<file path="src/design/mbx_config.svh">
`ifndef MBX_CONFIG_SVH
`define MBX_CONFIG_SVH

// ====================
// Mailbox port geometry
// ====================

// Word address into the mailbox RAM
`define MBX_ADDR_W 9

// Data word width
`define MBX_DATA_W 32

// ECC status bits returned with each read
`define MBX_ECC_W 2

// Cycles from read strobe to data capture, must be 2 or more
`define MBX_RD_LATENCY 4

`endif

</file>
<file path="src/design/mbx_bus_pkg.sv">
`include "mbx_config.svh"

package mbx_bus_pkg;

   // Mailbox word address
   typedef logic [`MBX_ADDR_W-1:0] mbx_addr_t;

   // Mailbox data word
   typedef logic [`MBX_DATA_W-1:0] mbx_data_t;

   // ECC status from the mailbox
   typedef logic [`MBX_ECC_W-1:0] mbx_ecc_t;

   // One command toward the mailbox port
   // Write and read flags never set together
   typedef struct packed {
      logic      wr;
      logic      rd;
      mbx_addr_t addr;
      // Only meaningful for writes
      mbx_data_t wdata;
   } mbx_cmd_t;

endpackage

</file>
<file path="src/design/mbx_ctrl_pkg.sv">
package mbx_ctrl_pkg;

   // Session controller states
   typedef enum logic [3:0] {
      IDLE         = 4'd0,
      // Write session
      WR_LOAD      = 4'd1,
      WR_ACTIVE    = 4'd2,
      WR_DONE      = 4'd3,
      // Read session
      RD_LOAD      = 4'd4,
      RD_ISSUE     = 4'd5,
      RD_WAIT      = 4'd6,
      RD_DATA      = 4'd7,
      RD_DONE_WAIT = 4'd8,
      RD_DONE      = 4'd9
   } session_state_t;

endpackage

</file>
<file path="src/design/mbx_cmd_if.sv">
`timescale 1ns/1ps

interface mbx_cmd_if;
   import mbx_bus_pkg::*;

   // One-cycle command strobe
   logic     cmd_valid;

   // Command payload, valid with cmd_valid
   mbx_cmd_t cmd;

   // Read data captured, one-cycle pulse
   logic     rd_data_ready;

   // Session controller side
   modport ctrl (
      output cmd_valid,
      output cmd,
      input  rd_data_ready
   );

   // Port register side
   modport drv (
      input cmd_valid,
      input cmd
   );

   // Read capture side
   modport cap (
      input  cmd_valid,
      input  cmd,
      output rd_data_ready
   );

endinterface

</file>
<file path="src/design/mbx_session_ctrl.sv">
`timescale 1ns/1ps

module mbx_session_ctrl (
   input  logic                   CLK,
   input  logic                   RESETN,
   // Backend session control
   input  logic                   wr_init,
   input  logic                   rd_init,
   input  logic                   wrreq_done,
   input  logic                   rdreq_done,
   input  logic                   wdata_nxtreq,
   input  logic                   rdata_nxtreq,
   // Backend address and data
   input  mbx_bus_pkg::mbx_addr_t wr_addr,
   input  mbx_bus_pkg::mbx_addr_t rd_addr,
   input  mbx_bus_pkg::mbx_data_t wdata,
   // Backend handshake outputs
   output logic                   wdata_clrreq,
   output logic                   rdata_clrreq,
   output logic                   wr_done,
   output logic                   rd_done,
   // Commands toward the port side
   mbx_cmd_if.ctrl                cmd
);
   import mbx_bus_pkg::*;
   import mbx_ctrl_pkg::*;

   session_state_t state;
   session_state_t state_next;

   // Delayed copies for edge detection
   logic wr_init_q;
   logic rd_init_q;
   logic rdata_nxtreq_q;

   logic wr_init_rise;
   logic rd_init_rise;
   logic nxtreq_fall;

   // Next values of the registered clear-requests
   logic wdata_clrreq_next;
   logic rdata_clrreq_next;

   // Command built this cycle
   logic     issue_valid;
   mbx_cmd_t issue_cmd;

   // ====================
   // Edge detection
   // ====================
   always_ff @(posedge CLK or negedge RESETN) begin
      if (!RESETN) begin
         wr_init_q      <= 1'b0;
         rd_init_q      <= 1'b0;
         rdata_nxtreq_q <= 1'b0;
      end
      else begin
         wr_init_q      <= wr_init;
         rd_init_q      <= rd_init;
         rdata_nxtreq_q <= rdata_nxtreq;
      end
   end

   // Sessions start on the rising edge only
   assign wr_init_rise = wr_init & ~wr_init_q;
   assign rd_init_rise = rd_init & ~rd_init_q;

   // Backend read acknowledge completes on the falling edge
   assign nxtreq_fall  = ~rdata_nxtreq & rdata_nxtreq_q;

   // ====================
   // Session FSM
   // ====================
   always_ff @(posedge CLK or negedge RESETN) begin
      if (!RESETN) begin
         state        <= IDLE;
         wdata_clrreq <= 1'b0;
         rdata_clrreq <= 1'b0;
      end
      else begin
         state        <= state_next;
         wdata_clrreq <= wdata_clrreq_next;
         rdata_clrreq <= rdata_clrreq_next;
      end
   end

   always_comb begin
      state_next        = state;
      issue_valid       = 1'b0;
      issue_cmd         = '0;
      wdata_clrreq_next = 1'b0;
      rdata_clrreq_next = 1'b0;

      case (state)
         IDLE: begin
            // Write init wins over read init
            if (wr_init_rise) begin
               state_next = WR_LOAD;
            end
            else if (rd_init_rise) begin
               state_next = RD_LOAD;
            end
         end

         WR_LOAD: begin
            state_next = WR_ACTIVE;
         end

         WR_ACTIVE: begin
            // Session close beats a pending data request
            if (wrreq_done) begin
               state_next = WR_DONE;
            end
            else if (wdata_nxtreq && !wdata_clrreq) begin
               issue_valid       = 1'b1;
               issue_cmd.wr      = 1'b1;
               issue_cmd.addr    = wr_addr;
               issue_cmd.wdata   = wdata;
               wdata_clrreq_next = 1'b1;
            end
         end

         WR_DONE: begin
            state_next = IDLE;
         end

         RD_LOAD: begin
            state_next = RD_ISSUE;
         end

         RD_ISSUE: begin
            issue_valid    = 1'b1;
            issue_cmd.rd   = 1'b1;
            issue_cmd.addr = rd_addr;
            state_next     = RD_WAIT;
         end

         RD_WAIT: begin
            // Hand over once the capture register loads
            if (cmd.rd_data_ready) begin
               rdata_clrreq_next = 1'b1;
               state_next        = RD_DATA;
            end
         end

         RD_DATA: begin
            // Hold clear-request until backend acknowledges
            rdata_clrreq_next = 1'b1;
            if (nxtreq_fall) begin
               rdata_clrreq_next = 1'b0;
               state_next        = rdreq_done ? RD_DONE_WAIT : RD_ISSUE;
            end
         end

         RD_DONE_WAIT: begin
            state_next = RD_DONE;
         end

         RD_DONE: begin
            state_next = IDLE;
         end

         default: begin
            state_next = IDLE;
         end
      endcase
   end

   assign cmd.cmd_valid = issue_valid;
   assign cmd.cmd       = issue_cmd;

   // One-cycle done pulses in the last state before IDLE
   assign wr_done = (state == WR_DONE);
   assign rd_done = (state == RD_DONE);

endmodule

</file>
<file path="src/design/mbx_port_driver.sv">
`timescale 1ns/1ps

module mbx_port_driver (
   input  logic                   CLK,
   input  logic                   RESETN,
   // Commands from the controller
   mbx_cmd_if.drv                 cmd,
   // Mailbox port
   output logic                   mbx_write,
   output logic                   mbx_read,
   output mbx_bus_pkg::mbx_addr_t mbx_addr,
   output mbx_bus_pkg::mbx_data_t mbx_wdata
);

   logic wr_issue;
   logic rd_issue;

   // Decode the strobe for this cycle
   assign wr_issue = cmd.cmd_valid & cmd.cmd.wr;
   assign rd_issue = cmd.cmd_valid & cmd.cmd.rd;

   // ====================
   // Port registers
   // ====================
   always_ff @(posedge CLK or negedge RESETN) begin
      if (!RESETN) begin
         mbx_write <= 1'b0;
         mbx_read  <= 1'b0;
         mbx_addr  <= '0;
         mbx_wdata <= '0;
      end
      else begin
         // Strobes last exactly one cycle
         mbx_write <= wr_issue;
         mbx_read  <= rd_issue;

         // Address stays put between commands
         if (cmd.cmd_valid) begin
            mbx_addr <= cmd.cmd.addr;
         end

         // Data bus idles at zero
         if (wr_issue) begin
            mbx_wdata <= cmd.cmd.wdata;
         end
         else begin
            mbx_wdata <= '0;
         end
      end
   end

endmodule

</file>
<file path="src/design/mbx_read_capture.sv">
`timescale 1ns/1ps
`include "mbx_config.svh"

module mbx_read_capture (
   input  logic                   CLK,
   input  logic                   RESETN,
   // Commands from the controller
   mbx_cmd_if.cap                 cmd,
   // Mailbox read return
   input  mbx_bus_pkg::mbx_data_t mbx_rdata,
   input  mbx_bus_pkg::mbx_ecc_t  mbx_ecc,
   // Captured word toward the backend
   output mbx_bus_pkg::mbx_data_t bk_rdata,
   output mbx_bus_pkg::mbx_ecc_t  bk_ecc
);

   // Wide enough to hold the full latency
   localparam int CNT_W = $clog2(`MBX_RD_LATENCY + 1);

   logic [CNT_W-1:0] lat_cnt;
   logic             rd_issue;
   logic             capture;

   assign rd_issue = cmd.cmd_valid & cmd.cmd.rd;

   // ====================
   // Latency counter
   // ====================
   // Loaded with the command, reaches 1 in the data cycle
   always_ff @(posedge CLK or negedge RESETN) begin
      if (!RESETN) begin
         lat_cnt <= '0;
      end
      else if (rd_issue) begin
         lat_cnt <= CNT_W'(`MBX_RD_LATENCY);
      end
      else if (lat_cnt != '0) begin
         lat_cnt <= lat_cnt - 1'b1;
      end
   end

   // Mailbox data is valid while the count sits at 1
   assign capture = (lat_cnt == CNT_W'(1));

   // ====================
   // Capture register
   // ====================
   always_ff @(posedge CLK or negedge RESETN) begin
      if (!RESETN) begin
         bk_rdata <= '0;
         bk_ecc   <= '0;
      end
      else if (capture) begin
         bk_rdata <= mbx_rdata;
         bk_ecc   <= mbx_ecc;
      end
   end

   // Tell the controller in the same cycle as the load
   assign cmd.rd_data_ready = capture;

endmodule

</file>
<file path="src/design/mbx_bridge_top.sv">
`timescale 1ns/1ps

module mbx_bridge_top (
   input  logic                   CLK,
   input  logic                   RESETN,
   // Backend session control
   input  logic                   wr_init,
   input  logic                   rd_init,
   input  logic                   wrreq_done,
   input  logic                   rdreq_done,
   input  logic                   wdata_nxtreq,
   input  logic                   rdata_nxtreq,
   input  mbx_bus_pkg::mbx_addr_t wr_addr,
   input  mbx_bus_pkg::mbx_addr_t rd_addr,
   input  mbx_bus_pkg::mbx_data_t wdata,
   // Backend handshake and read return
   output logic                   wdata_clrreq,
   output logic                   rdata_clrreq,
   output logic                   wr_done,
   output logic                   rd_done,
   output mbx_bus_pkg::mbx_data_t bk_rdata,
   output mbx_bus_pkg::mbx_ecc_t  bk_ecc,
   // Mailbox port
   output logic                   mbx_write,
   output logic                   mbx_read,
   output mbx_bus_pkg::mbx_addr_t mbx_addr,
   output mbx_bus_pkg::mbx_data_t mbx_wdata,
   input  mbx_bus_pkg::mbx_data_t mbx_rdata,
   input  mbx_bus_pkg::mbx_ecc_t  mbx_ecc
);

   // Internal command path
   mbx_cmd_if u_cmd_if ();

   // ====================
   // Session control
   // ====================
   mbx_session_ctrl u_session_ctrl (
      .CLK          (CLK),
      .RESETN       (RESETN),
      .wr_init      (wr_init),
      .rd_init      (rd_init),
      .wrreq_done   (wrreq_done),
      .rdreq_done   (rdreq_done),
      .wdata_nxtreq (wdata_nxtreq),
      .rdata_nxtreq (rdata_nxtreq),
      .wr_addr      (wr_addr),
      .rd_addr      (rd_addr),
      .wdata        (wdata),
      .wdata_clrreq (wdata_clrreq),
      .rdata_clrreq (rdata_clrreq),
      .wr_done      (wr_done),
      .rd_done      (rd_done),
      .cmd          (u_cmd_if.ctrl)
   );

   // Mailbox port registers
   mbx_port_driver u_port_driver (
      .CLK       (CLK),
      .RESETN    (RESETN),
      .cmd       (u_cmd_if.drv),
      .mbx_write (mbx_write),
      .mbx_read  (mbx_read),
      .mbx_addr  (mbx_addr),
      .mbx_wdata (mbx_wdata)
   );

   // Read latency and data capture
   mbx_read_capture u_read_capture (
      .CLK       (CLK),
      .RESETN    (RESETN),
      .cmd       (u_cmd_if.cap),
      .mbx_rdata (mbx_rdata),
      .mbx_ecc   (mbx_ecc),
      .bk_rdata  (bk_rdata),
      .bk_ecc    (bk_ecc)
   );

endmodule

</file>
<file path="config.mk">
export PLATFORM = sky130hd
export DESIGN_NAME = mbx_bridge_top
export DESIGN_NICKNAME = d
export VERILOG_FILES = /design/src/design/mbx_bus_pkg.sv /design/src/design/mbx_ctrl_pkg.sv /design/src/design/mbx_cmd_if.sv /design/src/design/mbx_session_ctrl.sv /design/src/design/mbx_port_driver.sv /design/src/design/mbx_read_capture.sv /design/src/design/mbx_bridge_top.sv
export VERILOG_INCLUDE_DIRS = /design/src /design/src/design
export SDC_FILE = /design/constraint.sdc
export NUM_CORES = 1
export LEC_CHECK = 0
export BUFFER_PORTS_ARGS = -buffer_cell sky130_fd_sc_hd__buf_2
export CAP_MARGIN = 20
export CORE_UTILIZATION = 35
export CTS_CLUSTER_DIAMETER = 120
export CTS_CLUSTER_SIZE = 8
export DETAILED_ROUTE_END_ITERATION = 12
export PLACE_DENSITY = 0.73
export REMOVE_ABC_BUFFERS = 1
export SKIP_CTS_REPAIR_TIMING = 1
export SYNTH_ARGS = -nofsm -noshare
export SYNTH_HDL_FRONTEND = slang
export SYNTH_SLANG_ARGS = --single-unit
</file>
<file path="constraint.sdc">
create_clock -name CLK -period 2 [get_ports CLK]
set_input_delay 0.5 -clock CLK [delete_from_list [all_inputs] [get_ports CLK]]
set_output_delay 0.5 -clock CLK [all_outputs]
set_load 0.02 [all_outputs]
</file>
==> impl_metrics.ini <==
[status]
status = finished, final reports clean

[setup_path]
critical_path.slowest_cell = dfrtp_1
startpoint_type = flop
reg2reg_slack_ns = 0.34
path_max_fanout = 9
cp-startpoint = u_session_ctrl.state[3]
critPathKind = reg -> out
worstPathRequired_ns = 1.50
worst-path-buf-inv = 1
r2r-end = u_port_driver.mbx_addr[7]
crit_arrival_ns = 1.34
critPathTopFamily = flip-flops
path_cells = nor2_1, and3_1, buf_2
cp-end-kind = output pin
cp_slowest_stage_delay_ns = 0.56
reg2regPathDepth = 5
rr_startpoint = u_session_ctrl.state[1]

[clock_tree]
cts_buffers = 9
clockBufferDepth = 2
insertion_delay_ns = 0.34
cts-root-buf = clkbuf_8
cts.clk_slew.worst_paths_ns = 0.08
clkSinkCount = 88
cts_max_level = 3
cts_tree = built

[timing]
fin_ws_ns = 0.1646
skew_ns = 0.006887
hold_viol = 0
tightestPinTransition_ns = 0.5431
rsz0062_at_grt = false
fin_setup_tns_ns = 0
fmax_mhz = 544.8
relSlewSlack = 0.6286
setup_viol = 0
timing.final.crit_share = 0.9177
slew_violations = 0
fin_crit_ns = 1.835

[logic_synthesis]
yosys.cell_types.count = 30
yosysSeqAreaShare = 0.6599
avgSynthCellArea_um2 = 14.14
ys_ff_latch = 88
yosysWarningCount = 0
netlist_area_um2 = 3337
yosysTopAreaCell = dfrtp_1
synthTopCellsByArea = dfrtp_1 66%, mux2_2 11%, and2_1 6.0%, a22o_1 2.4%, a21o_1 2.0%
synth_top_area_share = 0.6599
synthCells = 236

[final_layout]
drive_gt1_frac = 0.5632
area_growth_pct = 38.40
layout.nets = 509
final_cell_mix = 171 x buf_2, 88 x dfrtp_1, 34 x mux2_2, 32 x and2_1, 10 x clkbuf_8
n_antenna_cell = 0
final_common_cell = buf_2
utilization = 0.4998
fin_cells = 548

[global_routing]
grt_usage = 0.1420
grt_overflow = 0
grt_max_degree = 44
grt_pass1_vias = 2353
grt_first_pass_wirelength_mm = 10.76
antenna_found_initial = 0

[die]
die_y_um = 99.64
num_io_pins = 173
rows = 35
start_util = 0.3611
die-width_um = 99.64
die-area_um2 = 9928
coreArea_um2 = 9240

[power_and_ir_drop]
p_total_mw = 6.608
switching_share = 0.3548
powerDensity_nw_per_um2 = 1431
pwr-share-seq = 0.400
vdd_drop_max_uv = 725.6
p_comb_frac = 0.394
clockPowerShare = 0.206
p_int_mw = 4.264
power_switching_mw = 2.344
power.leakage_nw = 2.504

[drt]
drt_wl_total_mm = 6.920
drt-pass1-iter-count = 4
vias = 2417
drc = 0
viasPerCell = 4.411
wire_per_inst_um = 12.63
ant_nets = 0
top_layer_used = met4
drtIter0Drc = 52
wl_met2_mm = 3.348
wl_met3_um = 553
met1_length_mm = 2.889

[placed_design]
hpwl_mm = 5.373
dp_cells = 532
numPortBuffers = 172
place_congestion = 0.7306
dp_slack_ns = 0.1027

[run]
drv_cap = 0

[worst_hold_path]
worstHoldPathType = in -> async
-- cell families (layout without fill, tap and decap cells) --
family          Yosys count  count (layout)  share of synthesized area
compound gates           32              32                    0.07162
xor+xnor                  2               2                   0.005250
fa+ha+maj                 3               3                    0.01125
buf+inv                  21             204                    0.03112
flops                    88              88                     0.6599
mux                      34              34                     0.1147
simple gates             56              56                     0.1061
-- layer usage --
metal,global-route usage,vias up
met5,0,-
met4,0.06561,0
met3,0.04919,12
met2,0.2393,119
met1,0.1626,1130
li1,-,1156
-- cell usage after synthesis --
| library cell | n |
|---|---|
| nand3b_1 | 1 |
| nor2_1 | 5 |
| a311oi_1 | 1 |
| a21o_1 | 9 |
| nor2_2 | 1 |
| nand2b_1 | 1 |
| dfrtp_1 | 88 |
| buf_4 | 2 |
| nand2_1 | 3 |
| nor2b_1 | 6 |
| o21ai_0 | 4 |
| and3_1 | 4 |
| xnor2_1 | 2 |
| a21oi_1 | 3 |
| inv_1 | 6 |
| nor4b_1 | 1 |
| mux2_2 | 34 |
| a21boi_0 | 1 |
| nor4_4 | 1 |
| buf_6 | 1 |
| o2111ai_1 | 1 |
| or3b_4 | 1 |
| a22o_1 | 9 |
| a211oi_1 | 2 |
| a2111oi_0 | 1 |
| ha_1 | 3 |
| and2_1 | 32 |
| o311ai_0 | 1 |
| buf_2 | 8 |
| clkbuf_1 | 4 |
-- worst max path at each step --
stage | to | cells after the start | slack (ns)
floorplan | u_session_ctrl.state[0] | 5 | -0.90
global placement | u_port_driver.mbx_addr[8] | 6 | 0.16
detailed placement | u_port_driver.mbx_addr[7] | 6 | 0.10
CTS | wr_done | 3 | 0.13
global route | rd_done | 3 | 0.07
finish | wr_done | 3 | 0.16
-- metrics by stage --
stage | cell area [µm²] | hold slack (ns)
finish | 4618 | 0.04964
global route | 4618 | 0.05135
floorplan | 3256 | 0.2044
CTS | 4618 | 0.03984
global placement | 4388 | 0.4245
detailed placement | 4388 | 0.4301
-- power by group through the flow --
| stage | logic (mW) | registers (mW) | clock network [mW] |
|---|---|---|---|
| after floorplan | 1.03 | 3.32 | 0 |
| after global placement | 2.58 | 2.66 | 0 |
| after detailed placement | 2.65 | 2.68 | 0 |
| after CTS | 2.65 | 2.65 | 1.41 |
| after global routing | 2.82 | 2.71 | 1.49 |
| final | 2.60 | 2.64 | 1.36 |
-- layout make-up --
class | instances | area (µm²)
fill | 833 | 4622
sequential | 88 | 2202
multi-input combinational | 127 | 1039
timing repair buffer | 182 | 963.4
tap | 129 | 161.4
clock buffer | 10 | 137.6
clock inverter | 6 | 92.59
inverter | 6 | 22.52
-- worst reg2reg max path, cell delays in order (launching register included) --
cell and delay (ns):
dfrtp_1 0.50, nand2b_1 0.20, nor4_4 0.30, buf_12 0.23, nor2_2 0.12, a21o_1 0.21
-- sequential cells by signal, indices dropped and copies added (netlist names) --
| signal | cells |
|---|---|
| u_session_ctrl.rdata_nxtreq_q | 1 |
| u_port_driver.mbx_read | 1 |
| u_session_ctrl.rdata_clrreq | 1 |
| u_read_capture.bk_ecc | 2 |
| u_session_ctrl.state | 4 |
| u_port_driver.mbx_wdata | 32 |
| u_session_ctrl.rd_init_q | 1 |
| u_port_driver.mbx_addr | 9 |
| u_port_driver.mbx_write | 1 |
| u_session_ctrl.wr_init_q | 1 |
| u_read_capture.lat_cnt | 3 |
| u_read_capture.bk_rdata | 32 |
Note: power is estimated with default switching activity, not from simulation.
